$ cat src/verilog/mips_pkg.sv
package mips_pkg;

    ////////////////////////////////////////
    // Widths and sizes
    ////////////////////////////////////////

    localparam int DATA_WIDTH      = 32;
    localparam int REG_ADDR_WIDTH  = 5;
    localparam int NUM_REGS        = 32;
    localparam int DMEM_DEPTH      = 256;
    localparam int DMEM_ADDR_WIDTH = 8;

    typedef logic [DATA_WIDTH-1:0]     word_t;
    typedef logic [REG_ADDR_WIDTH-1:0] reg_addr_t;

    localparam word_t RESET_PC = '0;
    localparam word_t PC_STEP  = 32'd4;

    ////////////////////////////////////////
    // Encodings
    ////////////////////////////////////////

    // Primary opcode, instr[31:26]
    typedef enum logic [5:0] {
        OP_R_TYPE = 6'h00,
        OP_BEQ    = 6'h04,
        OP_ADDIU  = 6'h09,
        OP_LW     = 6'h23,
        OP_SW     = 6'h2b
    } opcode_e;

    // R-type function field, instr[5:0]
    typedef enum logic [5:0] {
        FN_ADDU = 6'h21,
        FN_SUBU = 6'h23,
        FN_AND  = 6'h24,
        FN_OR   = 6'h25,
        FN_SLT  = 6'h2a
    } funct_e;

    typedef enum logic [2:0] {
        ALU_ADD,
        ALU_SUB,
        ALU_AND,
        ALU_OR,
        ALU_SLT
    } alu_op_e;

    typedef enum logic [1:0] {
        FWD_FROM_ID,
        FWD_FROM_MEM,
        FWD_FROM_WB
    } fwd_sel_e;

    ////////////////////////////////////////
    // Pipeline payloads
    ////////////////////////////////////////

    typedef struct packed {
        logic    reg_write;
        logic    mem_read;
        logic    mem_write;
        logic    branch;
        logic    use_imm;
        alu_op_e alu_op;
    } ctrl_t;

    typedef struct packed {
        logic      valid;
        ctrl_t     ctrl;
        word_t     pc_plus4;
        word_t     rs_data;
        word_t     rt_data;
        word_t     imm;
        reg_addr_t rs;
        reg_addr_t rt;
        reg_addr_t rd;
    } id_ex_t;

    typedef struct packed {
        logic      valid;
        logic      reg_write;
        logic      mem_read;
        logic      mem_write;
        word_t     result;
        word_t     store_data;
        reg_addr_t rd;
    } ex_mem_t;

    typedef struct packed {
        logic      valid;
        logic      reg_write;
        word_t     wb_data;
        reg_addr_t rd;
    } mem_wb_t;

    typedef struct packed {
        logic      valid;
        reg_addr_t rd;
        word_t     data;
    } commit_t;

endpackage

$ cat src/verilog/instr_decoder.sv
`timescale 1ns/1ps

module instr_decoder
    import mips_pkg::*;
(
    input  word_t     instr,
    output ctrl_t     ctrl,
    output reg_addr_t rs,
    output reg_addr_t rt,
    output reg_addr_t rd,
    output word_t     imm
);

    opcode_e   opcode;
    funct_e    funct;
    reg_addr_t rd_field;

    // Fixed MIPS field positions
    assign opcode   = opcode_e'(instr[31:26]);
    assign funct    = funct_e'(instr[5:0]);
    assign rs       = instr[25:21];
    assign rt       = instr[20:16];
    assign rd_field = instr[15:11];

    // Sign extension of the 16-bit immediate
    assign imm = {{(DATA_WIDTH-16){instr[15]}}, instr[15:0]};

    always_comb begin
        // Unknown encodings fall through as a harmless no-op
        ctrl = '{
            reg_write: 1'b0,
            mem_read:  1'b0,
            mem_write: 1'b0,
            branch:    1'b0,
            use_imm:   1'b0,
            alu_op:    ALU_ADD
        };
        rd = '0;

        case (opcode)
            OP_R_TYPE: begin
                rd = rd_field;
                ctrl.reg_write = 1'b1;
                case (funct)
                    FN_ADDU: ctrl.alu_op = ALU_ADD;
                    FN_SUBU: ctrl.alu_op = ALU_SUB;
                    FN_AND:  ctrl.alu_op = ALU_AND;
                    FN_OR:   ctrl.alu_op = ALU_OR;
                    FN_SLT:  ctrl.alu_op = ALU_SLT;
                    default: ctrl.reg_write = 1'b0;
                endcase
            end
            OP_ADDIU: begin
                rd = rt;
                ctrl.reg_write = 1'b1;
                ctrl.use_imm   = 1'b1;
            end
            OP_LW: begin
                rd = rt;
                ctrl.reg_write = 1'b1;
                ctrl.mem_read  = 1'b1;
                ctrl.use_imm   = 1'b1;
            end
            OP_SW: begin
                // Address from rs + imm, store data from rt
                ctrl.mem_write = 1'b1;
                ctrl.use_imm   = 1'b1;
            end
            OP_BEQ: begin
                // Equality compared in execute, ALU result unused
                ctrl.branch = 1'b1;
                ctrl.alu_op = ALU_SUB;
            end
            default: begin
                ctrl.reg_write = 1'b0;
            end
        endcase
    end

endmodule

$ cat config.mk
export PLATFORM = sky130hd
export DESIGN_NAME = instr_decoder
export DESIGN_NICKNAME = d
export VERILOG_FILES = /design/src/verilog/mips_pkg.sv /design/src/verilog/instr_decoder.sv
export SDC_FILE = /design/constraint.sdc
export NUM_CORES = 1
export LEC_CHECK = 0
export ABC_CLOCK_PERIOD_IN_PS = 3300
export BUFFER_PORTS_ARGS = -buffer_cell sky130_fd_sc_hd__buf_2
export CAP_MARGIN = 40
export CELL_PAD_IN_SITES_DETAIL_PLACEMENT = 1
export CELL_PAD_IN_SITES_GLOBAL_PLACEMENT = 1
export CORE_ASPECT_RATIO = 1.4
export CORE_MARGIN = 4
export CORE_UTILIZATION = 18
export DETAILED_ROUTE_END_ITERATION = 16
export GPL_ROUTABILITY_DRIVEN = 0
export PLACE_DENSITY_LB_ADDON = 0.08
export SLEW_MARGIN = 20
export SYNTH_ARGS = -nofsm -noshare
export SYNTH_HDL_FRONTEND = slang
export SYNTH_SLANG_ARGS = --single-unit
$ cat constraint.sdc
create_clock -name vclk -period 3.3
set_input_delay 0.495 -clock vclk [all_inputs]
set_output_delay 0.495 -clock vclk [all_outputs]
set_load 0.05 [all_outputs]
# Word-level counts from Yosys, hierarchy flattened
# Index checks and enable logic that the tools add are counted.
# word_totals
input_bits	32
out_inout_bits	55
register_bits	0
word_cells	22
# op_classes
muxes	9
reduce_logical	4
n_eq_ne	9
# op_table
operator	n
6-bit equality test (second input constant)	7
3-bit case mux with 4 select lines	1
5-bit case mux with 2 select lines	1
6-bit by 3-bit equality test with 1-bit output (second input constant)	1
6-bit by 4-bit equality test with 1-bit output (second input constant)	1
6-bit zero test	1
3-bit case mux with 2 select lines	1
1-bit two-way mux	5
5-bit OR reduction	1
3-bit OR reduction	1
1-bit case mux with 2 select lines	1
2-bit OR reduction	1

# Logic depth before layout (Yosys ltp)
# depth
word_depth	4
depth_mapped	3

# Least setup slack after synthesis
# Ideal clock, no wire load.
# synth_timing
path_type	input-to-output
from	input instr[26]
to	output ctrl[0] (netlist bit)
t_arrival_ps	2829
path_stages	3
path_slack_ps	-24
n_path_buf	0
cell_sequence	or4_4 -> nor3b_1 -> o21bai_1
# synth_lines
item	line_no	source
start: declaration	instr_decoder.sv:6	input word_t instr,
end: declaration	instr_decoder.sv:7	output ctrl_t ctrl,

==> results.md <==
* Status: complete, no violations
* Commonest cells in the netlist: 42 x buf_4, 5 x a22o_1, 3 x nand3b_1
* Critical path endpoint category: output pin
* Number of port buffers at between 60 and 70
* Number of global-route vias before repair at around 540
* Seq cells at 0
* P per Cell Area at ~220 mW/mm²
* Synth area leader: buf_4
* # clk buffers at 0
* Place WS at slightly above 0.6 ns
* CP delay by family, top: simple AND/OR/NAND/NOR gates
* Final WL at ~1500 µm
* Overall Power at ~140 µW
* Crit-path slowest cell: or4_4
* Die height at just over 70 µm
* Worst slew margin at a little over 60%
* Period utilization at slightly below 80%
* Worst hold path endpoint: imm[10]
* Hold_buf cts at 0
* Via count at 529
* Antenna-violating nets left at 0
* Netlist cell types at 17
* Placed Area at 607 µm²
* Critical setup path kind: in -> out
* Final setup viols at 0
* RSZ-0062 raised after global routing: false
* GRT Util Overall at about 7.0%
* Initial drt markers at 3
* Std cell rows at 23
* Worst setup margin at approximately 0.68 ns
* Ys Warns at 0
* CP peak stage delay at between 0.5 and 0.6 ns
* WP buf/inv at 2
* Die area at between 0.003 and 0.004 mm²
* Die W at 54.1 µm
* Area share of the largest cell type after synthesis at between 50% and 60%
* Area grow syn2layout at 13.3%
* Worst hold stages at 0
* Mapped Area at approximately 540 µm²
* Final nets at ~130
* Slew Limit Fails at 0
* Critical Path RT at ~2.8 ns
* Starting Density at approximately a fifth
* PostCTS Resize Cnt at 0
* Top Ports at 87
* Fill cell count at 380
* Most frequent cell after synthesis: buf_4
* Antenna violations before repair at 0
* Final hold vios at 0
* Least-Margin Pin Slew at between 0.5 and 0.6 ns
* Leakage Power at about 0.35 nW
* Max-cap violations at 0
* Pin count of the biggest net entering global routing at 19
* Peak VDD IR at 0.0536 mV
* Syn avg cell area at 7.65 µm²
* Multi-input logic area at 225 µm²
* Vias/cell at around 4.0
* FMAX at 0.382 GHz
* Hold Crit Class: in -> out
* Post-CTS Setup Inserts at 0
* DRC at 0
* Final min period at approximately 2.6 ns
* FF+latch area at 0 µm²
* Hold Crit Start: instr[10]
* N_diodes at 0
* Setup tns final at 0 ns
* CP Data Arrival Time at 2.12 ns
* GRT overflow at 0
* Final instance area at ~600 µm²
* Post-Syn Nets at around 100
* Routed WL per cell at ~12 µm
* Layout cells sized above 1 at between 80% and 90%
* Detailed Routing Iterations Pass 1 at 2
* CP Cell Sequence: buf_2 -> or4_4 -> or4_4 -> nor3_2 -> buf_2
* Sequential area share after synthesis at 0%
* Post-DP HPWL at around 1400 µm
* Critical path fanouts, max at 5
* Post-synthesis cell count at 70
* Core area at about 0.0028 mm²
* Synth area leaders: buf_4 59%, a22o_1 8.2%, nand3b_1 4.2%
* Crit start category: input pin
* First-pass GRT wire length at between 2000 and 2500 µm
==> cell usage in the layout (no fill, tap or decap), types with 2 or more instances in the layout <==
cell type	count
buf_2	67
a22o_1	5
nand3b_1	3
nor2_1	2
or4_4	2
or3b_2	2
nand2b_1	2
o21bai_1	2
==> where the power goes <==
part | leakage (nW) | internal, mW | switching [mW]
clock | 0 | 0 | 0
sequential | 0 | 0 | 0
combinational | 0.349 | 0.0308 | 0.104
==> cells by family (layout without fill, tap and decap cells) <==
kind of cell / after synthesis / after routing / synth area share, %
buffers and inverters: 42 / 67 / 58.9
AND/OR/NAND/NOR: 18 / 18 / 25.0
XOR/XNOR: 1 / 1 / 1.64
AO/OA/AOI/OAI: 9 / 9 / 14.5
==> how the worst max path moves through the flow <==
stage | start | endpoint | slack, ns | depth (start not counted)
floorplan | instr[26] | ctrl[0] | 0.49 | 3
global placement | instr[26] | rd[4] | 0.67 | 5
CTS | instr[27] | rd[4] | 0.62 | 5
global route | instr[27] | rd[3] | 0.54 | 5
detailed placement | instr[27] | rd[4] | 0.62 | 5
finish | instr[27] | ctrl[2] | 0.68 | 5
==> cell type report <==
type	count	area share [%]
multi-input cells	28	37.1
well taps	37	7.63
repair buffers	67	55.3
==> through the flow <==
step	util (%)	hold slack (ns)	std cells
after floorplan	-	1.09	70
after detailed placement	21.3	0.990	132
after global placement	21.3	0.990	132
after CTS	21.3	0.990	132
final	21.3	0.990	132
after global routing	21.3	0.990	132
==> metal layers <==
metal	global-route usage [%]	up-vias	part of all wire [%]	wire length, µm
met1	7.41	239	35	538
met3	1.44	0	12	181
met5	0	-	0	0
met4	0	0	0	0
met2	14.2	39	53	801
li1	-	251	-	-
Note: power is estimated with default switching activity, not from simulation.
