===== src/verilog/mips_pkg.sv =====
package mips_pkg;

    ////////////////////////////////////////
    // Widths and sizes
    ////////////////////////////////////////

    localparam int DATA_WIDTH      = 32;
    localparam int REG_ADDR_WIDTH  = 5;
    localparam int NUM_REGS        = 32;
    localparam int DMEM_DEPTH      = 256;
    localparam int DMEM_ADDR_WIDTH = 8;

    typedef logic [DATA_WIDTH-1:0]     word_t;
    typedef logic [REG_ADDR_WIDTH-1:0] reg_addr_t;

    localparam word_t RESET_PC = '0;
    localparam word_t PC_STEP  = 32'd4;

    ////////////////////////////////////////
    // Encodings
    ////////////////////////////////////////

    // Primary opcode, instr[31:26]
    typedef enum logic [5:0] {
        OP_R_TYPE = 6'h00,
        OP_BEQ    = 6'h04,
        OP_ADDIU  = 6'h09,
        OP_LW     = 6'h23,
        OP_SW     = 6'h2b
    } opcode_e;

    // R-type function field, instr[5:0]
    typedef enum logic [5:0] {
        FN_ADDU = 6'h21,
        FN_SUBU = 6'h23,
        FN_AND  = 6'h24,
        FN_OR   = 6'h25,
        FN_SLT  = 6'h2a
    } funct_e;

    typedef enum logic [2:0] {
        ALU_ADD,
        ALU_SUB,
        ALU_AND,
        ALU_OR,
        ALU_SLT
    } alu_op_e;

    typedef enum logic [1:0] {
        FWD_FROM_ID,
        FWD_FROM_MEM,
        FWD_FROM_WB
    } fwd_sel_e;

    ////////////////////////////////////////
    // Pipeline payloads
    ////////////////////////////////////////

    typedef struct packed {
        logic    reg_write;
        logic    mem_read;
        logic    mem_write;
        logic    branch;
        logic    use_imm;
        alu_op_e alu_op;
    } ctrl_t;

    typedef struct packed {
        logic      valid;
        ctrl_t     ctrl;
        word_t     pc_plus4;
        word_t     rs_data;
        word_t     rt_data;
        word_t     imm;
        reg_addr_t rs;
        reg_addr_t rt;
        reg_addr_t rd;
    } id_ex_t;

    typedef struct packed {
        logic      valid;
        logic      reg_write;
        logic      mem_read;
        logic      mem_write;
        word_t     result;
        word_t     store_data;
        reg_addr_t rd;
    } ex_mem_t;

    typedef struct packed {
        logic      valid;
        logic      reg_write;
        word_t     wb_data;
        reg_addr_t rd;
    } mem_wb_t;

    typedef struct packed {
        logic      valid;
        reg_addr_t rd;
        word_t     data;
    } commit_t;

endpackage


===== src/verilog/reg_file.sv =====
`timescale 1ns/1ps

module reg_file
    import mips_pkg::*;
(
    input  logic      ui_clk_from_ddr,
    input  logic      rst_n,
    input  reg_addr_t rs,
    input  reg_addr_t rt,
    output word_t     rs_data,
    output word_t     rt_data,
    input  logic      wr_en,
    input  reg_addr_t wr_addr,
    input  word_t     wr_data
);

    word_t regs [NUM_REGS];

    always_ff @(posedge ui_clk_from_ddr) begin
        if (!rst_n) begin
            for (int i = 0; i < NUM_REGS; i++) begin
                regs[i] <= '0;
            end
        end else if (wr_en && wr_addr != '0) begin
            regs[wr_addr] <= wr_data;
        end
    end

    // Writeback result seen by decode in the same cycle
    assign rs_data = (rs == '0) ? '0 :
                     (wr_en && wr_addr == rs) ? wr_data : regs[rs];
    assign rt_data = (rt == '0) ? '0 :
                     (wr_en && wr_addr == rt) ? wr_data : regs[rt];

endmodule


===== config.mk =====
export PLATFORM = sky130hd
export DESIGN_NAME = reg_file
export DESIGN_NICKNAME = d
export VERILOG_FILES = /design/src/verilog/mips_pkg.sv /design/src/verilog/reg_file.sv
export SDC_FILE = /design/constraint.sdc
export NUM_CORES = 2
export LEC_CHECK = 0
export BUFFER_PORTS_ARGS = -buffer_cell sky130_fd_sc_hd__buf_2
export CAP_MARGIN = 20
export CORE_ASPECT_RATIO = 1.25
export CORE_MARGIN = 5
export CORE_UTILIZATION = 46
export DETAILED_ROUTE_END_ITERATION = 10
export PLACE_DENSITY = 0.61
export SYNTH_ARGS = -nofsm -noshare
export SYNTH_HDL_FRONTEND = slang
export SYNTH_SLANG_ARGS = --single-unit

===== constraint.sdc =====
create_clock -name ui_clk_from_ddr -period 9.8 [get_ports ui_clk_from_ddr]
set_input_delay 0.49 -clock ui_clk_from_ddr [delete_from_list [all_inputs] [get_ports ui_clk_from_ddr]]
set_output_delay 0.49 -clock ui_clk_from_ddr [all_outputs]
set_load 0.01 [all_outputs]

### After elaboration in Yosys (flattened, before gate mapping)

Memories as Yosys holds them, arrays and structs flattened.
Cells that the tools add are included.

* add/sub/neg operators: 0
* $mul: 0
* divide/modulo/power cells: 0
* $lt $le $gt $ge: 0
* equality and inequality tests: 2
* shift operators: 0
* multiplexer cells: 11
* bitwise operators: 0
* reduce and logical (&&, ||, !) cells: 7

Operators by type and width (count)
* two-way mux 32 bit: 5
* OR reduction 32 bit: 1
* == test 5 bit: 2
* zero test 5 bit: 2
* two-way mux 1 bit: 5
* two-way mux 5 bit: 1
* nonzero test 5 bit: 1
* logical AND 1 bit: 3

* register bits: 0
* latch bits: 0
* bits in writable memories: 1024
* bits in read-only memories: 0
* bits of input ports: 50
* output and inout port bits: 64
* word-level logic and storage cells: 21
* memories: 1

Memories
* regs: words 32, bits a word 32, read ports 2, clocked after Yosys merged registers in 0, write ports 32, RTL line reg_file.sv:17 `word_t regs [NUM_REGS];`

### Longest topological paths before layout

* word-level depth: 7
* mapped depth: 10
* depth with buffers taken out: 5

### Worst setup path after synthesis

No wires, ideal clock.

* path kind: input to register
* from: input wr_addr[2]
* to: memory regs[10][0] (netlist bit) (enable)
* library setup time: 0.466 ns
* arrival: 3.582 ns
* required time: 9.334 ns
* path slack: 5.753 ns
* cell stages on the path: 4
* buffers on the path: 2
* cell sequence: buf_2 -> or3b_2 -> clkbuf_1 -> o21ai_0

RTL lines
* start: declaration: RTL line reg_file.sv:13 `input reg_addr_t wr_addr,`
* end: declaration: RTL line reg_file.sv:17

### Worst setup path after layout

* from: input rs[1]
* to: output rs_data[5]

* cells in the longest elaborated chain, start to end: 4
* elaborated cells between the ends (all ways): 6
* classes of those cells: eq/ne: 1; mux: 2; reduce/logical: 2; memory: 1

Ends and longest elaborated chain
* start: declaration: RTL line reg_file.sv:8 `input reg_addr_t rs,`
* branches (longest 3 deep; another with memory (32 x 32 bit))
* two-way mux 32 bit *: RTL line reg_file.sv:30 `assign rs_data = (rs == '0) ? '0 :`
* end: declaration: RTL line reg_file.sv:10 `output word_t rs_data,`

Mark *: on every way between the ends.

==> summary by stage <==
Timing
The relative max-transition margin is 0.160. The number of pins with negative max-slew slack in the final report is 0. The number of hold violations in the final report is 0. Of the available clock period, the critical path in the final layout requires 0.480. Setup repair after global routing left no endpoint under its margin. The number of setup violations in the final report is 0. The clock period minus worst slack is roughly 4700 ps. The actual transition at the worst max-transition pin is approximately 1300 ps. Summed over all failing endpoints, the final setup total negative slack is 0 ps. For this run, the top clock speed supported by timing is approximately 210 MHz. The worst hold slack is 388 ps.

Worst setup path
The longest individual stage delay on the worst path is 870 ps. Among the stages of the critical path, the cell type that occurs most often is buf_4. The worst setup path is captured at an output pin.

Traced cell by cell, the critical path runs through buf_8, buf_4, buf_4, nor3b_2, buf_4, a22oi_1, o211ai_1, o21ai_0, o221a_2, buf_2. The slowest stage of the critical path belongs to the cell buf_4. At the worst endpoint, the required time is ~9300 ps. The family with the most delay on the worst path is buffers and inverters.

The launching instance or port of the critical path is rs[1]. The cell depth of the worst setup path is 10. The worst setup path is launched from a primary input. The arrival time reported for the critical path endpoint is 4220 ps. By startpoint and endpoint, the worst setup path is classified as in2out. The worst-path maximum fanout is a little over 60. The buffer and inverter count on the worst path is 5.

Drt
The number of iterations in the first detailed-routing pass is 6. The per-cell routed wire length is 39.1 µm. Wires add up to about 210 mm. After the first detailed-routing iteration, the DRC count stood at between 5,000 and 6,000.

The number of DRC violations after detailed routing is 0. Detailed routing inserted a total of approximately 37,000 vias. The post-detailed-route via-to-cell ratio is about 6.9. The detail route stage leaves a number of antenna-violating nets equal to 0.

Power and ir drop
The total power density per cell area is roughly 180 mW/mm². The worst-case IR drop observed on VDD is roughly 0.00015 V. For this design the static power due to leakage is 0.0212 µW.

Floorplan
The I/O pin count is about 110. The floorplan step defined a die boundary enclosing about 0.13 mm². The region available for standard cell placement spans between 0.1 and 0.15 mm². The floorplan has ~140 rows. The initial cell density of the core is 0.463. The die boundary width is 318 µm. The floorplan step set the die height to about 400 µm.

Layout
The largest registers in the layout are regs x1024. The utilization after layout is 0.514. Of the cells placed in the final design, the portion with a size suffix greater than 1 is 0.233. Summing all non-filler instances in the final layout gives an area of approximately 0.06 mm². The signed area change from the synthesized netlist to the final layout is 11.2%. The total number of nets in the final design is 3,747. The non-filler instance count after layout is around 5,400.

The register with the most flip-flops in the layout has 1,024 of them. Counting flops per register, the top entry is regs. Fill cells in the final layout number 9,749.

Worst hold path
The launch point of the worst hold path is wr_data[12]. The worst hold path belongs to the class in2reg. The number of stages on the worst hold path is 2.

Placement
After detailed placement, the design holds a cell count of ~5,200. Routability-driven placement finished with a final weighted congestion of between 0.8 and 0.9. After detailed placement, the total cell area comes to 0.0572 mm². The detailed placement HPWL is 117 mm. Input and output buffers added on the ports amount to 113.

Global route
The largest net degree at the start of global routing is 93. The overall global routing resource usage is 0.326. The first-pass GRT wire length is 290 mm. The number of antenna violations at the first check in global routing is 29. After global routing the overflow that remains totals 0.

The via count of the first global-routing pass was 36,522.

Clock network
The clock input transition at the sequential cells of the worst setup and hold paths is 60 ps. The tree is rooted in a clkbuf_16. The hold buffer count at CTS is 0.

The number of setup buffers added after CTS is 0. Counting along the longest clock path gives a buffer depth of 3. TritonCTS built the clock tree. The TritonCTS sink count is between 1,000 and 1,500. Buffers inserted during clock tree synthesis total 105.

The clock tree synthesis step divided the H-tree into 3 levels. The count of cells resized by post-cts repair is 0.

Synthesis
The netlist area before placement is ~0.055 mm². Ranked by total cell area, the synthesized netlist is headed by edfxtp_1, mux4_2, and2_1, mux2i_1, clkbuf_1. Summed over all instances, the cell type with the most area after synthesis is edfxtp_1.

The number of distinct library cells after synthesis is 51. The number of synthesized register bits is between 1,000 and 1,500. Yosys instantiated no cell more often than edfxtp_1. The synthesized area per cell is about 15 µm².

The cell count after synthesis is between 3,000 and 4,000. The commonest cells after synthesis are edfxtp_1, and2_1, mux4_2. The fraction of post-synthesis cell area in the top cell type by area is 0.562.

The synthesized design contains 1,024 enable-type register cells. Of all flip-flops after synthesis, the portion carrying an async set or reset was 0. The sequential-to-total area share from yosys stat is 0.562.

The commonest register cell after synthesis is edfxtp_1. The warning count from the yosys run is 0.

Run status
The run finished with clean final reports.

Job
The number of max-cap violations is 0.
==> report_power, final <==
group	switching, µW	internal (µW)
registers	121	5060
logic	843	509
clock network	1800	2400
total	2770	7970
==> cells in the final DEF (no fill, tap or decap), types with 55 or more instances in the layout <==
cell type  instances
edfxtp_1        1024
clkbuf_16        106
buf_4            115
a22oi_1          133
mux4_2           388
buf_2            107
and2_1           994
a22o_1            55
a21oi_1           77
mux2i_1          281
==> per-stage QoR <==
stage | power [µW] | setup WS, ps
floorplan | 6040 | 5750
global placement | 6570 | 5190
detailed placement | 6590 | 5160
CTS | 10700 | 5160
global route | 11000 | 5060
finish | 10700 | 5090
==> cells by family after synthesis <==
family / count (synthesis) / share of synthesized area
AO/OA/AOI/OAI: 500 / 0.0674
XOR/XNOR: 10 / 0.00160
buffers and inverters: 421 / 0.0327
flip-flops: 1024 / 0.562
multiplexers: 674 / 0.212
other: 1 / 0.0000686
AND/OR/NAND/NOR: 1114 / 0.124
==> worst paths after layout <==
path,to
worst max-delay path,rs_data[5]
worst min-delay path,regs[20][12]
==> layer usage <==
| layer | share of wire | track usage | wire (µm) | vias up |
|---|---|---|---|---|
| met5 | 0.000071 | 0.0103 | 15 | - |
| met4 | 0.062 | 0.171 | 13100 | 2 |
| met3 | 0.12 | 0.0784 | 25300 | 636 |
| met2 | 0.45 | 0.498 | 94800 | 2849 |
| met1 | 0.37 | 0.437 | 77100 | 19079 |
| li1 | - | - | - | 14415 |
==> layout make-up <==
type                       instances  area [µm²]  share of cell area
multi-input combinational       2330       22900               0.377
sequential                      1024       30700               0.506
timing repair buffer             233        1600              0.0264
antenna                           13        32.5            0.000535
inverter                           3        11.3            0.000185
clock buffer                     123        2720              0.0447
clock inverter                    75         800              0.0131
tap                             1573        1970              0.0324
Power figures use the tool's default switching activity.
