[config.mk]
export PLATFORM = sky130hd
export DESIGN_NAME = hazard_unit
export DESIGN_NICKNAME = d
export VERILOG_FILES = /design/src/verilog/mips_pkg.sv /design/src/verilog/hazard_unit.sv
export SDC_FILE = /design/constraint.sdc
export NUM_CORES = 1
export LEC_CHECK = 0
export ABC_AREA = 0
export BUFFER_PORTS_ARGS = -buffer_cell sky130_fd_sc_hd__clkbuf_2
export CORE_AREA = 2 2 39 41
export DETAILED_ROUTE_END_ITERATION = 8
export DIE_AREA = 0 0 41 43
export SYNTH_ARGS = -nofsm -noshare
export SYNTH_HDL_FRONTEND = slang
export SYNTH_SLANG_ARGS = --single-unit
[constraint.sdc]
create_clock -name vclk -period 1
set_input_delay 0.2 -clock vclk [all_inputs]
set_output_delay 0.2 -clock vclk [all_outputs]
set_load 0.02 [all_outputs]
[src/verilog/mips_pkg.sv]
package mips_pkg;

    ////////////////////////////////////////
    // Widths and sizes
    ////////////////////////////////////////

    localparam int DATA_WIDTH      = 32;
    localparam int REG_ADDR_WIDTH  = 5;
    localparam int NUM_REGS        = 32;
    localparam int DMEM_DEPTH      = 256;
    localparam int DMEM_ADDR_WIDTH = 8;

    typedef logic [DATA_WIDTH-1:0]     word_t;
    typedef logic [REG_ADDR_WIDTH-1:0] reg_addr_t;

    localparam word_t RESET_PC = '0;
    localparam word_t PC_STEP  = 32'd4;

    ////////////////////////////////////////
    // Encodings
    ////////////////////////////////////////

    // Primary opcode, instr[31:26]
    typedef enum logic [5:0] {
        OP_R_TYPE = 6'h00,
        OP_BEQ    = 6'h04,
        OP_ADDIU  = 6'h09,
        OP_LW     = 6'h23,
        OP_SW     = 6'h2b
    } opcode_e;

    // R-type function field, instr[5:0]
    typedef enum logic [5:0] {
        FN_ADDU = 6'h21,
        FN_SUBU = 6'h23,
        FN_AND  = 6'h24,
        FN_OR   = 6'h25,
        FN_SLT  = 6'h2a
    } funct_e;

    typedef enum logic [2:0] {
        ALU_ADD,
        ALU_SUB,
        ALU_AND,
        ALU_OR,
        ALU_SLT
    } alu_op_e;

    typedef enum logic [1:0] {
        FWD_FROM_ID,
        FWD_FROM_MEM,
        FWD_FROM_WB
    } fwd_sel_e;

    ////////////////////////////////////////
    // Pipeline payloads
    ////////////////////////////////////////

    typedef struct packed {
        logic    reg_write;
        logic    mem_read;
        logic    mem_write;
        logic    branch;
        logic    use_imm;
        alu_op_e alu_op;
    } ctrl_t;

    typedef struct packed {
        logic      valid;
        ctrl_t     ctrl;
        word_t     pc_plus4;
        word_t     rs_data;
        word_t     rt_data;
        word_t     imm;
        reg_addr_t rs;
        reg_addr_t rt;
        reg_addr_t rd;
    } id_ex_t;

    typedef struct packed {
        logic      valid;
        logic      reg_write;
        logic      mem_read;
        logic      mem_write;
        word_t     result;
        word_t     store_data;
        reg_addr_t rd;
    } ex_mem_t;

    typedef struct packed {
        logic      valid;
        logic      reg_write;
        word_t     wb_data;
        reg_addr_t rd;
    } mem_wb_t;

    typedef struct packed {
        logic      valid;
        reg_addr_t rd;
        word_t     data;
    } commit_t;

endpackage

[src/verilog/hazard_unit.sv]
`timescale 1ns/1ps

module hazard_unit
    import mips_pkg::*;
(
    input  reg_addr_t id_rs,
    input  reg_addr_t id_rt,
    input  logic      ex_mem_read,
    input  reg_addr_t ex_rd,
    output logic      stall
);

    logic ex_load_live;
    logic rs_match;
    logic rt_match;

    ////////////////////////////////////////
    // Load-use interlock
    ////////////////////////////////////////

    // A load to r0 produces nothing worth waiting for
    assign ex_load_live = ex_mem_read && (ex_rd != '0);

    // rt is compared even for I-type, a spare bubble is harmless
    assign rs_match = (ex_rd == id_rs);
    assign rt_match = (ex_rd == id_rt);

    // One bubble is enough, the load reaches WB when the consumer is in EX
    assign stall = ex_load_live && (rs_match || rt_match);

endmodule

Yosys cells after proc, flatten, opt, wreduce, memory -nomap -nowiden
Index checks and enable logic that the tools add are counted.
{"block": "word_totals", "in_bits": 16, "output_inout_bits": 1, "word_cells": 6, "ff_bits": 0}
{"block": "op_classes", "reduce_logical": 4, "n_eq_ne": 2}
{"cell": "5-bit equality test", "count": 2}
{"cell": "5-bit nonzero test", "count": 1}
{"cell": "1-bit logical AND", "count": 2}
{"cell": "1-bit logical OR", "count": 1}

Depth between registers and ports, before layout
Gate-level depths: netlist of the first run.
{"block": "logic_depth", "ltp_word": 3, "mapped_depth": 4, "mapped_depth_nobuf": 4}

Worst setup path before layout of the first run
OpenSTA, ideal clock, no wires.
{"block": "synth_timing", "kind": "input to output", "start": "in ex_rd[0]", "end": "out stall", "path_stages": 4, "path_buffers": 0, "arrival_time_ps": 962, "required_time_ps": 800, "slack_ps": -162, "path_cell_list": "xor2_1 -> nor3_1 -> nand3_1 -> a21oi_1"}
{"block": "synth_via", "elab_chain_len": 3, "elab_cells_between_ends": 6, "classes_between": "2 x eq/ne; 4 x reduce/logical"}
{"element": "from (decl)", "line": "hazard_unit.sv:9", "rtl": "input reg_addr_t ex_rd,"}
{"element": "5-bit equality test (tied with other cells)", "line": "hazard_unit.sv:25", "rtl": "assign rs_match = (ex_rd == id_rs);"}
{"element": "1-bit logical OR / 1-bit logical AND (equally long branches)", "line": "hazard_unit.sv:29, hazard_unit.sv:22"}
{"element": "1-bit logical AND *", "line": "hazard_unit.sv:29", "rtl": "assign stall = ex_load_live && (rs_match || rt_match);"}
{"element": "to (decl)", "line": "hazard_unit.sv:10", "rtl": "output logic stall"}
Every way passes the cells marked *; elsewhere a longest branch is shown, timed or not.

Final worst setup path of the first run
{"block": "layout_timing", "start": "in ex_rd[1]", "end": "out stall"}
The elaborated chain is that of the path after synthesis.

==> flow_summary.toml, run 1 <==
[detailed_routing]
vias = 179
drc = 0
drt_wl_total_um = 367
firstDrtPassIters = 1
antenna_left = 0
viasPerCell = 3.38
drt_iter0_markers = 0
wire_per_inst_um = 6.92

[layout]
nClkBuffers = 0
final_cell_count_no_fill = 53
final-seq-area_um2 = 0
layout_commonest_cell = "clkbuf_2"
post-route-util = 0.197
nFlopsAndLatches = 0
drive_above_1_share = 0.568
syn_to_final_growth_pct = 118
nets = 55
fillCellCount = 159
finalInstanceArea_um2 = 273
diodes = 0
layout_common_cells = "15 x clkbuf_2, 6 x xor2_1, 4 x xnor2_1"

[power]
intPower_uw = 60.6
seqPwrFrac = 0
pwr-share-comb = 1.000
leakage_uw = 0.000130
swShare = 0.388
p_clk_frac = 0
power_density_nw_per_um2 = 363
power_uw = 99.0
p_sw_uw = 38.4
vdd.ir_drop.worst_mv = 0.0421

[global_routing]
grt_antenna_before_repair = 0
grt_pass1_vias = 153
grt_pass1_wl_um = 545
grt_max_degree = 4
overflow = 0
grtUsageTotal = 0.0420

[logic_synthesis]
syn_area_per_cell_um2 = 7.36
ys_types = 7
synth_warnings = 0
yosys.area_share.simple = 0.220
ys_seq_area_frac = 0
synthCells = 17
synth_top_family_by_area = "XOR/XNOR gates"
synth_xor_area_frac = 0.700
synth_compound_area_frac = 0.0800
yosys-top-cells-area = "xor2_1 42%, xnor2_1 28%, nand3_1 8.0%"
synth_area_um2 = 125
synth_top_cell_by_area = "xor2_1"
synth_mux_area_frac = 0
yosysTopAreaCellShare = 0.420
synth-adder-area-share = 0
syn_nets = 33

[floorplanning]
io-pin-count = 17
num_rows = 14
core_area_um2 = 1380
die_h_um = 43
die_x_um = 41
dieArea_um2 = 1760
start_util = 0.0904

[timing]
final.setup.worst_slack_ns = -0.335
finalSetupViolCount = 1
timing.final.crit_share = 1.33
rsz0062_at_grt = "true"
slew_headroom = 0.890
timing.fmax_mhz = 749
slew_viol_final = 0
layout_min_cycle_time_ns = 1.33
tns_ns = -0.335
worst-slew-pin-transition_ns = 0.163
final_hold_viol_count = 0

[run_status]
status = "finished, violations left"
violations = "negative setup slack"

[setup_path]
crit_required_ns = 0.80
path_max_fanout = 2
cp-start-kind = "primary input"
endpoint_kind = "primary output"
critPathMaxStageDelay_ns = 0.52
cp.arrival_ns = 1.13
cpMaxStageDelayCell = "or4_1"
critPathKind = "in2out"
path_cells = "clkbuf_2, or4_1, o21ai_1, a21oi_2, buf_6"

[min_path]
hold_class = "in2out"

[placed_design]
port_buffers = 17
dpl.cell_count = 53
hpwl_um = 374
placed_cell_area_um2 = 256
place.gp.congestion = 0.678

[run]
cap_violations = 0

[clock_tree]
cts_setup_buffers = 0
-- layout make-up --
class	instances	area (um^2)	share of cell area
multi-input cells	17	129	0.472
well taps	16	20.0	0.0734
repair buffers	20	124	0.454
-- synth_stat cells (all sizes together) --
library cell / instances
xor2: 6
a21oi: 1
or4: 1
nand3: 2
nor3: 2
o21ai: 1
xnor2: 4
-- worst max-delay path, delay by kind of cell --
kind                   cells  cell delay (ns)
AOI/OAI and AO/OA          2             0.21
and+or+nand+nor            1             0.52
buffers and inverters      2             0.22
-- final timing paths --
path,startpoint,endpoint,slack (ns),depth (start not counted)
setup / recovery,ex_rd[1],stall,-0.33,5
hold / removal,ex_mem_read,stall,0.72,4
-- routing by layer --
metal / vias to the layer above / wire, um / global-route usage
met4: 0 / 0 / 0
met5: - / 0 / 0
li1: 99 / - / -
met1: 74 / 113 / 0.0380
met3: 0 / 22 / 0
met2: 6 / 231 / 0.0938
-- per-stage QoR --
step / worst slack [ns] / hold WS [ns]
after CTS: -0.352 / 0.739
after global placement: -0.350 / 0.735
after floorplan: -0.136 / 0.545
final: -0.335 / 0.724
after global routing: -0.420 / 0.737
after detailed placement: -0.351 / 0.738
-- cell families after synthesis --
group,after synthesis
AO/OA/AOI/OAI,2
XOR/XNOR,10
AND/OR/NAND/NOR,5
-- power groups by stage --
stage / sequential [uW] / clock, uW / combinational [uW]
finish: 0 / 0 / 99.0
global route: 0 / 0 / 109
CTS: 0 / 0 / 95.2
detailed placement: 0 / 0 / 94.7
global placement: 0 / 0 / 94.2
floorplan: 0 / 0 / 39.5
-- repair_timing --
item,CTS,global route
hold endpoints to repair,0,0
gates cloned,0,0
hold buffers,0,0
pin swaps,0,3
setup endpoints to repair,1,1
resized for setup,0,6
(Power assumes the default switching activity.)
==> inputs of run 2 (changes only) <==
- CELL_PAD_IN_SITES_DETAIL_PLACEMENT: default -> 1
- CELL_PAD_IN_SITES_GLOBAL_PLACEMENT: default -> 2
- PLACE_DENSITY_LB_ADDON: default -> 0.1
==> run 2 against run 1 <==
  * The run still ends with negative setup slack left
  * Non-clock buffer count increased by 1
  * Fmax decreased by 1.4%
  * Sequential cell count unchanged
  * Critical path type unchanged
  * Critical endpoint unchanged
  * Largest power group unchanged
  * Highest routed layer unchanged
==> flow_summary.toml, run 2 (same netlist as run 1, synthesis figures left out) <==
[run_status]
status = "finished, violations left"
violations = "negative setup slack"

[placed_design]
dp_slack_ns = -0.378
place.gp.congestion = 0.589
placed_cell_area_um2 = 256
port_buffers = 17

[timing]
final_hold_viol_count = 0
worst-slew-pin-transition_ns = 0.171
layout_min_cycle_time_ns = 1.35
slew_viol_final = 0
timing.fmax_mhz = 739
slew_headroom = 0.886
final.setup.worst_slack_ns = -0.353
finalSetupViolCount = 1
timing.final.crit_share = 1.35
rsz0062_at_grt = "true"
whs_ns = 0.700

[layout]
post-route-util = 0.215
final-seq-area_um2 = 0
nFlopsAndLatches = 0
drive_above_1_share = 0.684
layout_commonest_cell = "clkbuf_2"
nClkBuffers = 0
multi_input_area_um2 = 146
layout_common_cells = "15 x clkbuf_2, 6 x xor2_1, 4 x xnor2_1, 4 x buf_4"
syn_to_final_growth_pct = 138
diodes = 0
finalInstanceArea_um2 = 298
nets = 56
fillCellCount = 177

[min_path]
hold_class = "in2out"
whs_path_depth = 4

[detailed_routing]
viasPerCell = 3.63
drt_wl_total_um = 498
antenna_left = 0
drc = 0
wl_met3_um = 77
wl_met2_um = 213
vias = 196
wl_met1_um = 207
top_layer_used = "met3"
firstDrtPassIters = 2
drt_iter0_markers = 1
wire_per_inst_um = 9.22

[power]
seqPwrFrac = 0
swShare = 0.417
vdd.ir_drop.worst_mv = 0.102
power_density_nw_per_um2 = 382
p_sw_uw = 47.4
intPower_uw = 66.4
leakage_uw = 0.000140
pwr-share-comb = 1.000
p_clk_frac = 0

[setup_path]
critPathKind = "in2out"
endpoint_kind = "primary output"
crit_required_ns = 0.80
path_cells = "buf_8, or4_4, o21ai_2, a21oi_2, buf_6"
cp-start-kind = "primary input"
cp.arrival_ns = 1.15
path_max_fanout = 3
critPathMaxStageDelay_ns = 0.52
cpMaxStageDelayCell = "or4_4"

[global_routing]
grt_pass1_wl_um = 800
grtUsageTotal = 0.0609
grt_antenna_before_repair = 0
overflow = 0
grt_max_degree = 4
grt_pass1_vias = 191

[floorplanning]
start_util = 0.0904
io-pin-count = 17
die_x_um = 41
core_area_um2 = 1380
dieArea_um2 = 1760
num_rows = 14
die_h_um = 43

[run]
cap_violations = 0
[run 2: worst max-delay path: cells and delay by family]
family / cells / cell delay [ns]
AND/OR/NAND/NOR: 1 / 0.52
AO/OA/AOI/OAI: 2 / 0.21
buffers and inverters: 2 / 0.23
[run 2: power groups by stage]
stage / combinational [uW] / sequential, uW / clock [uW]
final: 114 / 0 / 0
after floorplan: 39.5 / 0 / 0
after detailed placement: 97.3 / 0 / 0
after CTS: 100 / 0 / 0
after global routing: 129 / 0 / 0
after global placement: 96.8 / 0 / 0
[run 2: final cells by class]
class,instances,share of cell area
multi-input combinational,17,0.492
timing repair buffer,21,0.441
tap,16,0.0672
[run 2: per-stage QoR]
step | cells | total power [uW] | TNS, ns
3_5_place_dp | 53 | 97.3 | -0.378
5_1_grt | 54 | 129 | -0.385
2_1_floorplan | 17 | 39.5 | -0.136
4_1_cts | 53 | 100 | -0.373
3_3_place_gp | 53 | 96.8 | -0.368
6_report | 54 | 114 | -0.353
[run 2: worst paths after layout]
kind,start,endpoint,slack [ns]
hold / removal,ex_mem_read,stall,0.70
setup / recovery,ex_rd[4],stall,-0.35
[run 2: repair_timing]
item                                    in CTS  in global routing
endpoints found under the setup margin       1                  1
buffers inserted                             0                  1
pin swaps                                    0                  2
resized for setup                            1                 10
hold buffers                                 0                  0
[run 2: layer usage]
metal	vias to the layer above	GRT usage
li1	101	-
met1	82	0.0918
met2	13	0.0938
met3	0	0.0105
met4	0	0
met5	-	0
==> inputs of run 3 (changes only) <==
- clock period: 1 -> 1.61 ns (I/O delays scaled with it)
==> run 3 against run 2 <==
  * The run now ends clean
  * Non-clock buffer count is 3 lower
  * Count of clock-buffer cells in the layout stayed put
  * Die area stayed put
  * Wire length is 6.8% lower
  * Core utilization is 4.3 points lower
  * Hold slack better by 0.28 ns
  * Worst setup slack better by 0.37 ns
  * Final area is 20% lower
==> flow_summary.toml, run 3 (same netlist as run 1, synthesis figures left out) <==
[layout]
drive_above_1_share = 0.514
nets = 53
diodes = 0
layout_common_cells = "16 x clkbuf_2, 6 x xor2_1, 4 x xnor2_1"
syn_to_final_growth_pct = 90.0
fillCellCount = 186
layout_commonest_cell = "clkbuf_2"
nFlopsAndLatches = 0
final-seq-area_um2 = 0
nClkBuffers = 0
post-route-util = 0.172

[setup_path]
cp-start-kind = "primary input"
endpoint_kind = "primary output"
critPathKind = "in2out"
crit_required_ns = 1.29
path_max_fanout = 3
cp.arrival_ns = 1.27

[floorplanning]
die_x_um = 41
num_rows = 14
io-pin-count = 17
dieArea_um2 = 1760
die_h_um = 43
start_util = 0.0904
core_area_um2 = 1380

[power]
power_density_nw_per_um2 = 232
leakage_uw = 0.000117
p_clk_frac = 0
vdd.ir_drop.worst_mv = 0.0611
pwr-share-comb = 1.000
swShare = 0.437
p_sw_uw = 24.2
intPower_uw = 31.1
power_uw = 55.3
seqPwrFrac = 0

[detailed_routing]
antenna_left = 0
wire_per_inst_um = 9.10
viasPerCell = 3.49
wl_met1_um = 216
firstDrtPassIters = 1
drt_wl_total_um = 464
wl_met2_um = 191
drc = 0
drt_iter0_markers = 0
vias = 178
top_layer_used = "met3"
wl_met3_um = 56

[global_routing]
grt_pass1_wl_um = 807
grt_antenna_before_repair = 0
grt_pass1_vias = 208
grt_max_degree = 4
grtUsageTotal = 0.0599
overflow = 0

[timing]
rsz0062_at_grt = "true"
slew_viol_final = 0
slew_headroom = 0.883
worst-slew-pin-transition_ns = 0.174
tns_ns = 0
layout_min_cycle_time_ns = 1.60
timing.fmax_mhz = 627
final_hold_viol_count = 0
finalSetupViolCount = 0
whs_ns = 0.983
timing.final.crit_share = 0.991

[run]
cap_violations = 0

[placed_design]
hpwl_um = 452
port_buffers = 17
place.gp.congestion = 0.605

[min_path]
hold_class = "in2out"

[run_status]
status = "completed"
run 3: cell types whose count changed in the layout (fill, tap and decap cells not counted), sizes merged:
cell    change
buf         -4
clkbuf      +1
run 3: worst max-delay path, stage by stage:
cell and delay (ns):
clkbuf_2 0.11, or4_1 0.50, o21ai_1 0.13, a21oi_1 0.05
buf_2 0.15
run 3: final timing paths:
path        start    end  cells past startpoint
max      ex_rd[4]  stall                      5
min   ex_mem_read  stall                      4
run 3: what timing repair did:
item | in CTS | in global routing
buffers inserted | 0 | 0
hold buffers | 0 | 0
resized for setup | 0 | 1
endpoints found under the hold margin | 0 | 0
setup endpoints to repair | 1 | 1
run 3: final cells by class:
cell class / count / area, um^2 / area share
Multi-Input combinational cell: 17 / 125 / 0.526
Timing Repair Buffer: 18 / 92.6 / 0.389
Tap cell: 16 / 20.0 / 0.0842
run 3: per-layer routing:
metal  vias to the layer above  track usage
met1                        71       0.0949
li1                         95            -
met2                        12       0.0906
met3                         0      0.00524
met4                         0            0
met5                         -            0
run 3: per-stage QoR:
step	std cells	setup slack, ns	instance area [um^2]
after floorplan	17	0.204	125
after global placement	51	-0.0299	238
after detailed placement	51	-0.00588	238
after CTS	51	-0.00234	238
after global routing	51	-0.0220	238
final	51	0.0141	238
run 3: power groups by stage:
| stage | sequential (uW) | combinational (uW) | clock (uW) |
|---|---|---|---|
| finish | 0 | 55.3 | 0 |
| global route | 0 | 63.3 | 0 |
| CTS | 0 | 57.0 | 0 |
| detailed placement | 0 | 56.6 | 0 |
| global placement | 0 | 56.8 | 0 |
| floorplan | 0 | 23.7 | 0 |
