===== src/verilog/mips_pkg.sv =====
package mips_pkg;

    ////////////////////////////////////////
    // Widths and sizes
    ////////////////////////////////////////

    localparam int DATA_WIDTH      = 32;
    localparam int REG_ADDR_WIDTH  = 5;
    localparam int NUM_REGS        = 32;
    localparam int DMEM_DEPTH      = 256;
    localparam int DMEM_ADDR_WIDTH = 8;

    typedef logic [DATA_WIDTH-1:0]     word_t;
    typedef logic [REG_ADDR_WIDTH-1:0] reg_addr_t;

    localparam word_t RESET_PC = '0;
    localparam word_t PC_STEP  = 32'd4;

    ////////////////////////////////////////
    // Encodings
    ////////////////////////////////////////

    // Primary opcode, instr[31:26]
    typedef enum logic [5:0] {
        OP_R_TYPE = 6'h00,
        OP_BEQ    = 6'h04,
        OP_ADDIU  = 6'h09,
        OP_LW     = 6'h23,
        OP_SW     = 6'h2b
    } opcode_e;

    // R-type function field, instr[5:0]
    typedef enum logic [5:0] {
        FN_ADDU = 6'h21,
        FN_SUBU = 6'h23,
        FN_AND  = 6'h24,
        FN_OR   = 6'h25,
        FN_SLT  = 6'h2a
    } funct_e;

    typedef enum logic [2:0] {
        ALU_ADD,
        ALU_SUB,
        ALU_AND,
        ALU_OR,
        ALU_SLT
    } alu_op_e;

    typedef enum logic [1:0] {
        FWD_FROM_ID,
        FWD_FROM_MEM,
        FWD_FROM_WB
    } fwd_sel_e;

    ////////////////////////////////////////
    // Pipeline payloads
    ////////////////////////////////////////

    typedef struct packed {
        logic    reg_write;
        logic    mem_read;
        logic    mem_write;
        logic    branch;
        logic    use_imm;
        alu_op_e alu_op;
    } ctrl_t;

    typedef struct packed {
        logic      valid;
        ctrl_t     ctrl;
        word_t     pc_plus4;
        word_t     rs_data;
        word_t     rt_data;
        word_t     imm;
        reg_addr_t rs;
        reg_addr_t rt;
        reg_addr_t rd;
    } id_ex_t;

    typedef struct packed {
        logic      valid;
        logic      reg_write;
        logic      mem_read;
        logic      mem_write;
        word_t     result;
        word_t     store_data;
        reg_addr_t rd;
    } ex_mem_t;

    typedef struct packed {
        logic      valid;
        logic      reg_write;
        word_t     wb_data;
        reg_addr_t rd;
    } mem_wb_t;

    typedef struct packed {
        logic      valid;
        reg_addr_t rd;
        word_t     data;
    } commit_t;

endpackage


===== src/verilog/execute_stage.sv =====
`timescale 1ns/1ps

module execute_stage
    import mips_pkg::*;
(
    input  id_ex_t  id_ex,
    input  ex_mem_t mem_fwd,
    input  mem_wb_t wb_fwd,
    output ex_mem_t ex_mem,
    output logic    branch_taken,
    output word_t   branch_target
);

    fwd_sel_e rs_sel;
    fwd_sel_e rt_sel;
    word_t    op_a;
    word_t    op_b_reg;
    word_t    op_b;
    word_t    alu_out;

    ////////////////////////////////////////
    // Forwarding
    ////////////////////////////////////////

    // MEM holds the younger producer, so it is checked first
    function automatic fwd_sel_e pick_source(input reg_addr_t src);
        if (mem_fwd.valid && mem_fwd.reg_write && mem_fwd.rd != '0 && mem_fwd.rd == src) begin
            return FWD_FROM_MEM;
        end
        if (wb_fwd.valid && wb_fwd.reg_write && wb_fwd.rd != '0 && wb_fwd.rd == src) begin
            return FWD_FROM_WB;
        end
        return FWD_FROM_ID;
    endfunction

    function automatic word_t fwd_mux(input fwd_sel_e sel, input word_t id_value);
        case (sel)
            FWD_FROM_MEM: return mem_fwd.result;
            FWD_FROM_WB:  return wb_fwd.wb_data;
            default:      return id_value;
        endcase
    endfunction

    assign rs_sel   = pick_source(id_ex.rs);
    assign rt_sel   = pick_source(id_ex.rt);
    assign op_a     = fwd_mux(rs_sel, id_ex.rs_data);
    assign op_b_reg = fwd_mux(rt_sel, id_ex.rt_data);
    assign op_b     = id_ex.ctrl.use_imm ? id_ex.imm : op_b_reg;

    ////////////////////////////////////////
    // ALU
    ////////////////////////////////////////

    always_comb begin
        case (id_ex.ctrl.alu_op)
            ALU_ADD: alu_out = op_a + op_b;
            ALU_SUB: alu_out = op_a - op_b;
            ALU_AND: alu_out = op_a & op_b;
            ALU_OR:  alu_out = op_a | op_b;
            ALU_SLT: alu_out = {{(DATA_WIDTH-1){1'b0}}, $signed(op_a) < $signed(op_b)};
            default: alu_out = '0;
        endcase
    end

    // BEQ compares the forwarded register values
    assign branch_taken  = id_ex.valid && id_ex.ctrl.branch && (op_a == op_b_reg);
    assign branch_target = id_ex.pc_plus4 + {id_ex.imm[DATA_WIDTH-3:0], 2'b00};

    // Control bits go out already qualified by valid
    always_comb begin
        ex_mem.valid      = id_ex.valid;
        ex_mem.reg_write  = id_ex.valid && id_ex.ctrl.reg_write;
        ex_mem.mem_read   = id_ex.valid && id_ex.ctrl.mem_read;
        ex_mem.mem_write  = id_ex.valid && id_ex.ctrl.mem_write;
        ex_mem.result     = alu_out;
        ex_mem.store_data = op_b_reg;
        ex_mem.rd         = id_ex.rd;
    end

endmodule


===== config.mk =====
export PLATFORM = sky130hd
export DESIGN_NAME = execute_stage
export DESIGN_NICKNAME = d
export VERILOG_FILES = /design/src/verilog/mips_pkg.sv /design/src/verilog/execute_stage.sv
export SDC_FILE = /design/constraint.sdc
export NUM_CORES = 1
export LEC_CHECK = 0
export BUFFER_PORTS_ARGS = -buffer_cell sky130_fd_sc_hd__buf_4
export CAP_MARGIN = 20
export CORE_AREA = 2 2 145 147
export DETAILED_ROUTE_END_ITERATION = 8
export DIE_AREA = 0 0 147 149
export GPL_ROUTABILITY_DRIVEN = 0
export PLACE_DENSITY_LB_ADDON = 0.12
export REMOVE_ABC_BUFFERS = 1
export SLEW_MARGIN = 15
export SYNTH_ARGS = -nofsm -noshare
export SYNTH_HDL_FRONTEND = slang
export SYNTH_SLANG_ARGS = --single-unit

===== constraint.sdc =====
create_clock -name vclk -period 3.97
set_input_delay 0 -clock vclk [all_inputs]
set_output_delay 0 -clock vclk [all_outputs]
set_load 0.02 [all_outputs]

; ---- Word-level counts from Yosys, hierarchy flattened
; Cells that the tools add are included.
; Widths: inputs -> output; s select.
[totals]
register_bits = 0
input_bits = 264
output_inout_bits = 106
word_cells = 53
[classes]
add_sub_neg = 3
n_lt_le_gt_ge = 1
eq_ne = 13
mux = 18
bitwise = 2
reduce_logical = 16
[op_table]
columns = cell, n
row1 = $pmux 32 s5, 1
row2 = $pmux 32 s2, 2
row3 = $add 32x32->32, 2
row4 = $and 32x32->32, 1
row5 = $eq 32x32->1, 1
row6 = $lt 32x32->1, 1
row7 = $mux 32, 1
row8 = $or 32x32->32, 1
row9 = $sub 32x32->32, 1
row10 = $eq 5x5->1, 4
row11 = $mux 2, 8
row12 = $logic_and 1x1->1, 13
row13 = $reduce_bool 5->1, 2
row14 = $eq 3x2->1 const B, 2
row15 = $mux 1, 6
row16 = $eq 2x1->1 const B, 2
row17 = $eq 2x2->1 const B, 2
row18 = $eq 3x1->1 const B, 1
row19 = $eq 3x3->1 const B, 1
row20 = $logic_not 3->1, 1

; ---- Longest topological paths before layout
; Gate-level depths: netlist of run 1.
[depth]
depth_word = 12
ltp_mapped = 20
depth_no_buf = 18

; ---- Least setup slack after synthesis of run 1
; No wires, ideal clock.
[synth_path]
path_kind = input -> output
from = input wb_fwd[1] in the netlist's numbering
to = output ex_mem[59] in the netlist's numbering
arrival_ns = 4.906
required_ns = 3.970
slack_ns = -0.936
stages = 18
path_buffers = 1
cell_sequence = or4_4 -> o211a_1 -> nand3_2 -> buf_4 -> mux2i_1 -> o21ai_0 -> mux2_2 -> ha_1 -> fa_1 -> o21bai_1 -> nor4b_1 -> o311a_1 -> o21ai_0 -> a2111o_1 -> a21o_1 -> o211ai_1 -> xnor2_1 -> a211oi_1
[synth_rtl]
columns = element, line_no
row1 = from (decl), execute_stage.sv:8  ; input mem_wb_t wb_fwd,
row2 = to (decl), execute_stage.sv:9  ; output ex_mem_t ex_mem,

==> results.toml, run 1 <==
[setup_path]
end_kind = "primary output"
worstPathRequired_ns = 3.97
critPathMaxFanout = 7
slowest_delay_ns = 0.52
cp_common_cell = "buf_6"
crit_arrival_ns = 4.42
path_class = "input pin to primary output"
cp-start-kind = "input pin"
crit_slowest_cell = "or4_4"
crit_path_cell_trace = "buf_6, or4_4, o211ai_4, buf_6, or3_4, buf_8, buf_6, nor2_4, a31o_4, o21ai_4, ha_4, nor4_4, buf_4, nand2_4, nor4b_4, buf_4, a2111oi_4, nor3_2, a221oi_2, buf_4, o211ai_1, nand3_1, a31o_2, buf_6"

[sta]
finalSetupViolCount = 23
timing.slew.headroom_pct = 37.83
worst_pin_slew_ns = 0.9291
period_needed_ns = 4.416
fin_hold_ws_ns = 0.0001554
post-route-period-util_pct = 111.2
setup_slack_ns = -0.4458
maxSlewViolCount = 0
hold_violations = 0
clock.fmax_mhz = 226.5
rsz0062_at_grt = "yes"

[logic_synthesis]
synth_warnings = 0
ys_top_cells_by_area = "ha_1 (18%), xnor2_1 (7.6%), nand2_1 (7.4%)"
synth.most_common_cell = "nand2_1"
synth_area_leader_cell = "ha_1"
yosysSeqAreaShare_pct = 0
netlist_area_um2 = 8902
synth_top_area_share_pct = 18.41
synth_commonest_cells = "nand2_1 (176), ha_1 (131), nor2_1 (130), inv_1 (120), a21oi_1 (107)"
yosysUniqueCellTypes = 81
syn_avg_cell_area_um2 = 6.391
syn_inst = 1393

[placement]
place_ws_ns = -0.9564
port-buffer-count = 322
dp_hpwl_um = 37810

[pwr]
peakVddDrop_v = 0.0001310
power_frac_comb_pct = 100.0
power_density_nw_per_um2 = 184.2
clkPwrFrac_pct = 0
power_frac_seq_pct = 0
p_sw_uw = 1541
p_int_uw = 1417
p_sw_share_pct = 52.09
power.leakage_uw = 0.007868

[final_layout]
ff_latch_area_um2 = 0
layout.nets = 2454
fill_cells = 1481
area_growth_pct = 80.41
clkbuf_count = 0
seq_cell_count = 0
drive_gt1_share_pct = 46.79

[route]
met1_length_um = 17980
num_vias = 14010
drc = 0
dr_wl_met3_um = 5588
first_pass_iters = 7
drtIter0Drc = 1347
wire_per_inst_um = 21.36
wl_um = 49810
wl_met2_um = 22560
viasPerCell = 6.009
dr.max_layer_used = "met5"
drtAntennaViolNets = 0

[floorplanning]
io_pins = 370
initial_core_util_pct = 43.30
coreArea_um2 = 20560
die_w_um = 147
fp-row-count = 53
die_h_um = 149
dieArea_um2 = 21900

[grt]
grt_pass1_wl_um = 71930
antenna_found_initial = 3
grt_pass1_vias = 13420
gr-usage-all-layers_pct = 41.28
grt_max_degree = 57
overflow = 0

[run_status]
status = "finished, violations left"
violations = "setup timing"

[flow_run]
max_cap_viol_count = 0

[clock_network]
postCtsHoldBufs = 0

[worst_hold_path]
min_path_type = "input pin to primary output"
==> worst paths after layout <==
check	startpoint	end	slack, ns	depth (start not counted)
max	mem_fwd[4]	ex_mem[64]	-0.45	24
min	id_ex[111]	branch_target[0]	0.0002	0
==> cell usage in the layout, fill, tap and decap left out, types with 12 or more instances in the layout <==
cell type  Yosys  routed
o21ai_0       95      64
a31o_2        15      13
nand4_1       28      28
inv_1        120     113
a211oi_1      27      13
o21ai_1        2      15
mux2i_1       13      12
buf_4         14     678
a21oi_1      107      86
a31oi_1       33      21
xnor2_1       77      72
ha_4           0      19
nand2_1      176     172
nor3_1        35      26
buf_6          3      48
nor2_1       130     125
nor4_1        20      18
o21ai_2        0      13
xor2_1        22      22
o31ai_1       16      13
a21o_1        27      27
o21bai_1      18      14
nand2b_1      16      16
nand3_1       27      23
nor2b_1       12      12
a21oi_2        0      18
ha_1         131     104
==> metal layers <==
layer | global-route usage (%) | vias to the layer above
met3 | 7.859 | 271
met5 | 0 | -
met1 | 50.09 | 6435
met4 | 21.73 | 2
met2 | 69.55 | 1031
li1 | - | 6274
==> worst max-delay path, delay by kind of cell <==
| kind | cells | cell delay, ns |
|---|---|---|
| and+or+nand+nor | 8 | 1.69 |
| AOI/OAI and AO/OA | 7 | 1.31 |
| buffers and inverters | 8 | 1.18 |
| adders and majority gates | 1 | 0.24 |
==> power by group through the flow <==
stage               logic [µW]  registers (µW)  clock network, µW
floorplan                 1240               0                  0
global route              3110               0          0.0000674
detailed placement        2410               0                  0
finish                    2960               0           0.000101
global placement          2390               0                  0
CTS                       2720               0                  0
==> layout make-up <==
class / instances / area, µm² / area share [%]
Inverter: 122 / 460.4 / 2.867
Multi-Input combinational cell: 1190 / 9320 / 58.03
Timing Repair Buffer: 742 / 5928 / 36.91
Antenna cell: 3 / 7.507 / 0.04674
Tap cell: 275 / 344.1 / 2.142
==> cell families after synthesis <==
logic type	count (synthesis)	synth area share (%)
compound gates	432	31.85
xor+xnor	99	9.740
mux	32	3.865
buf+inv	203	9.571
simple gates	493	25.89
fa+ha+maj	134	19.09
==> through the flow <==
step	total power [µW]	TNS (ns)	cell area, µm²	cells	util, %
floorplan	1237	-28.32	8508	1312	-
global placement	2386	-12.60	13770	2237	66.98
detailed placement	2415	-14.69	13770	2237	66.98
CTS	2717	-2.940	15470	2313	75.27
global route	3113	-9.252	16060	2331	78.11
finish	2959	-6.429	16060	2332	78.13
==> repair_timing <==
action                     4_1_cts  5_1_grt
pin swaps                       91       45
resized for setup              235       90
cloned                           1        1
setup endpoints to repair       26       27
buffers inserted                80       15
No activity file was read; power rests on OpenSTA's default activity.
==> run 2: changes to the inputs <==
TNS_END_PERCENT = 5   (was default)
==> results.toml, run 2 (synthesized netlist as in run 1, its figures left out) <==
[run_status]
status = "finished, violations left"
violations = "setup timing"

[placement]
post_dp_cell_area_um2 = 13770
place_ws_ns = -0.9564
dp_hpwl_um = 37810
port-buffer-count = 322

[pwr]
peakVddDrop_v = 0.0001290
power_density_nw_per_um2 = 182.3
p_total_uw = 2725
power.leakage_uw = 0.007430

[sta]
clock.fmax_mhz = 220.9
period_needed_ns = 4.527
finalSetupViolCount = 23
timing.slew.headroom_pct = 35.42
worst_pin_slew_ns = 0.9652
maxSlewViolCount = 0
rsz0062_at_grt = "yes"
hold_violations = 0
post-route-period-util_pct = 114.0
setup_slack_ns = -0.5567
tns_ns = -6.768

[final_layout]
drive_gt1_share_pct = 42.34
finalInstanceArea_um2 = 14950
clkbuf_count = 0
layout_common_cells = "buf_4 (659), nand2_1 (174), nor2_1 (127), inv_1 (120), ha_1 (116)"
final_util_pct = 72.70
layout_commonest_cell = "buf_4"
ff_latch_area_um2 = 0
seq_cell_count = 0
area_growth_pct = 67.88
layout.nets = 2398

[grt]
grt_max_degree = 57
gr-usage-all-layers_pct = 39.38
overflow = 0
grt_pass1_vias = 12900
grt_pass1_wl_um = 68440
antenna_found_initial = 5

[floorplanning]
fp-row-count = 53
die_h_um = 149
die_w_um = 147
coreArea_um2 = 20560
io_pins = 370
initial_core_util_pct = 43.30
dieArea_um2 = 21900

[setup_path]
worstPathRequired_ns = 3.97
cp-start-kind = "input pin"
critPathMaxFanout = 7
path_class = "input pin to primary output"
crit_arrival_ns = 4.53
end_kind = "primary output"

[route]
viasPerCell = 5.886
drc = 0
first_pass_iters = 7
drtIter0Drc = 1074
wire_per_inst_um = 20.40
num_vias = 13410
drtAntennaViolNets = 0
wl_um = 46460

[flow_run]
max_cap_viol_count = 0

[worst_hold_path]
min_path_type = "input pin to primary output"

[clock_network]
postCtsHoldBufs = 0
[run 2: power breakdown]
group	internal [µW]	switching, µW	total [µW]	leakage [µW]
registers	0	0	0	0
logic	1290	1430	2720	0.00743
clock network	0.000169	0	0.000169	0.0000000317
total	1290	1430	2720	0.00743
[run 2: final cells by class]
class	instances	area, µm²
fillers	1744	5612
well taps	275	344.1
multi-input cells	1190	8833
inverters	122	457.9
repair buffers	686	5298
diodes	5	12.51
[run 2: path summary, 6_finish.rpt]
path       start               end  slack [ns]  cells past startpoint
max   mem_fwd[3]        ex_mem[60]       -0.56                     24
min   id_ex[111]  branch_target[0]      0.0002                      0
[run 2: worst max-delay path, cell delays in order]
cell	delay, ns
buf_8	0.10
or4_4	0.54
o211ai_4	0.21
buf_6	0.13
or3_4	0.15
buf_8	0.14
buf_6	0.12
nor2_2	0.04
a31o_2	0.24
o21ai_4	0.23
ha_4	0.25
nor4_4	0.21
buf_4	0.18
nand2_4	0.06
nor4_1	0.29
buf_4	0.21
a2111oi_4	0.08
nor3_2	0.29
buf_4	0.18
o211ai_1	0.11
a22oi_1	0.22
xor2_1	0.22
o22ai_1	0.11
buf_4	0.21
[run 2: metrics by stage]
| step | std cells | hold WS (ns) |
|---|---|---|
| 2_1_floorplan | 1312 | 0 |
| 3_3_place_gp | 2237 | 0.0001730 |
| 3_5_place_dp | 2237 | 0.0001730 |
| 4_1_cts | 2267 | 0.0001730 |
| 5_1_grt | 2278 | 0.0001237 |
| 6_report | 2278 | 0.0001554 |
[run 2: routing by layer]
| metal | part of all wire (%) | global-route usage, % | vias up | routed length, µm |
|---|---|---|---|---|
| met3 | 11 | 7.584 | 202 | 5319 |
| met1 | 37 | 48.48 | 6123 | 17100 |
| met5 | 0 | 0 | - | 0 |
| met2 | 45 | 65.42 | 901 | 21110 |
| li1 | - | - | 6182 | - |
| met4 | 6.3 | 20.67 | 0 | 2936 |
[run 2: timing repair]
| action | CTS | global route |
|---|---|---|
| buffers inserted | 32 | 7 |
| gates resized for setup | 129 | 60 |
| pin swaps | 42 | 32 |
| endpoints found under the setup margin | 26 | 27 |
==> run 3: changes to the inputs <==
CORE_AREA = default   (was 2 2 145 147)
CORE_MARGIN = 8   (was default)
CORE_UTILIZATION = 47   (was default)
DIE_AREA = default   (was 0 0 147 149)
==> results.toml, run 3 (synthesized netlist as in run 1, its figures left out) <==
[sta]
tns_ns = -7.702
clock.fmax_mhz = 221.7
worst_pin_slew_ns = 0.7871
maxSlewViolCount = 0
hold_violations = 0
period_needed_ns = 4.510
timing.slew.headroom_pct = 47.40
post-route-period-util_pct = 113.6
setup_slack_ns = -0.5402
rsz0062_at_grt = "yes"
finalSetupViolCount = 27

[final_layout]
seq_cell_count = 0
layout_commonest_cell = "buf_4"
clkbuf_count = 0
ff_latch_area_um2 = 0
layout_common_cells = "buf_4 (671), nand2_1 (172), nor2_1 (127), inv_1 (118), ha_1 (116)"
drive_gt1_share_pct = 43.83
layout.nets = 2419
area_growth_pct = 70.79
finalInstanceArea_um2 = 15200

[floorplanning]
initial_core_util_pct = 47.75
die_h_um = 153.6
die_w_um = 153.6
io_pins = 370
coreArea_um2 = 18640
dieArea_um2 = 23600
fp-row-count = 50

[setup_path]
critPathMaxFanout = 8
worstSetupStartpoint = "wb_fwd[2]"
crit_family = "compound AO/OA/AOI/OAI gates"
crit_path_cell_trace = "buf_4, or4_4, o211a_1, nand3_2, buf_8, buf_12, mux2i_1, o21ai_1, mux2_4, ha_4, buf_4, o21ai_1, o21ai_2, nand3_2, a21oi_4, a211oi_2, o21bai_1, a21oi_2, mux2_4, nor4_4, buf_4"
cp-start-kind = "input pin"
worstPathRequired_ns = 3.97
crit_arrival_ns = 4.51
path_buf_inv = 5
slowest_delay_ns = 0.55
path_class = "input pin to primary output"
end_kind = "primary output"
cp_common_cell = "buf_4"
crit_slowest_cell = "or4_4"
cp_num_cells = 21

[grt]
overflow = 0
gr-usage-all-layers_pct = 39.55
grt_max_degree = 67
grt_pass1_wl_um = 75420
grt_pass1_vias = 14050
antenna_found_initial = 5

[route]
drtIter0Drc = 1499
first_pass_iters = 8
num_vias = 13910
wl_um = 50280
drc = 0
wire_per_inst_um = 22.27
drtAntennaViolNets = 0
viasPerCell = 6.160

[pwr]
peakVddDrop_v = 0.0001991
p_total_uw = 2764
power.leakage_uw = 0.007552
power_density_nw_per_um2 = 181.8

[flow_run]
max_cap_viol_count = 0

[placement]
port-buffer-count = 322
post_dp_cell_area_um2 = 13740
dp_hpwl_um = 39360

[worst_hold_path]
min_path_type = "input pin to primary output"
whs_endpoint = "ex_mem[4]"
holdCritStartpoint = "id_ex[4]"
holdPathStages = 0

[clock_network]
postCtsHoldBufs = 0

[run_status]
status = "finished, violations left"
violations = "setup timing"
-- run 3: power by group --
part           total (µW)  internal, µW  switching (µW)  leakage [µW]
clock            0.000169      0.000169               0  0.0000000317
sequential              0             0               0             0
combinational        2760          1300            1470       0.00755
total                2760          1300            1470       0.00755
-- run 3: worst max path at each step --
stage,endpoint,slack (ns)
global route,ex_mem[63],-0.62
finish,ex_mem[68],-0.54
CTS,ex_mem[59],-0.28
detailed placement,ex_mem[68],-0.89
floorplan,ex_mem[68],-1.48
global placement,ex_mem[68],-0.81
-- run 3: through the flow --
step                utilization [%]  instances  hold slack (ns)  setup WS [ns]
detailed placement            73.72       2203        0.0002481        -0.8907
floorplan                         -       1312                0         -1.475
global route                  81.56       2258        0.0001389        -0.6197
CTS                           80.68       2252        0.0002481        -0.2774
finish                        81.56       2258        0.0001536        -0.5402
global placement              73.72       2203        0.0002481        -0.8071
-- run 3: cell type report --
class              instances  area, µm²
well taps                234      292.8
fillers                 1229       3438
repair buffers           707       5553
diodes                     5      12.51
inverters                122      457.9
multi-input cells       1190       8889
-- run 3: timing repair --
action	in CTS	in global routing
pin swaps	72	11
hold endpoints to repair	0	0
buffers inserted	49	1
setup endpoints to repair	25	28
resized for setup	193	31
gates cloned	2	0
-- run 3: metal layers --
layer | vias to the layer above | share of wire, % | GRT usage, %
met1 | 6327 | 35 | 44.65
met3 | 304 | 13 | 12.08
met5 | - | 0 | 0
met2 | 1064 | 44 | 64.33
li1 | 6215 | - | -
met4 | 0 | 7.7 | 24.78
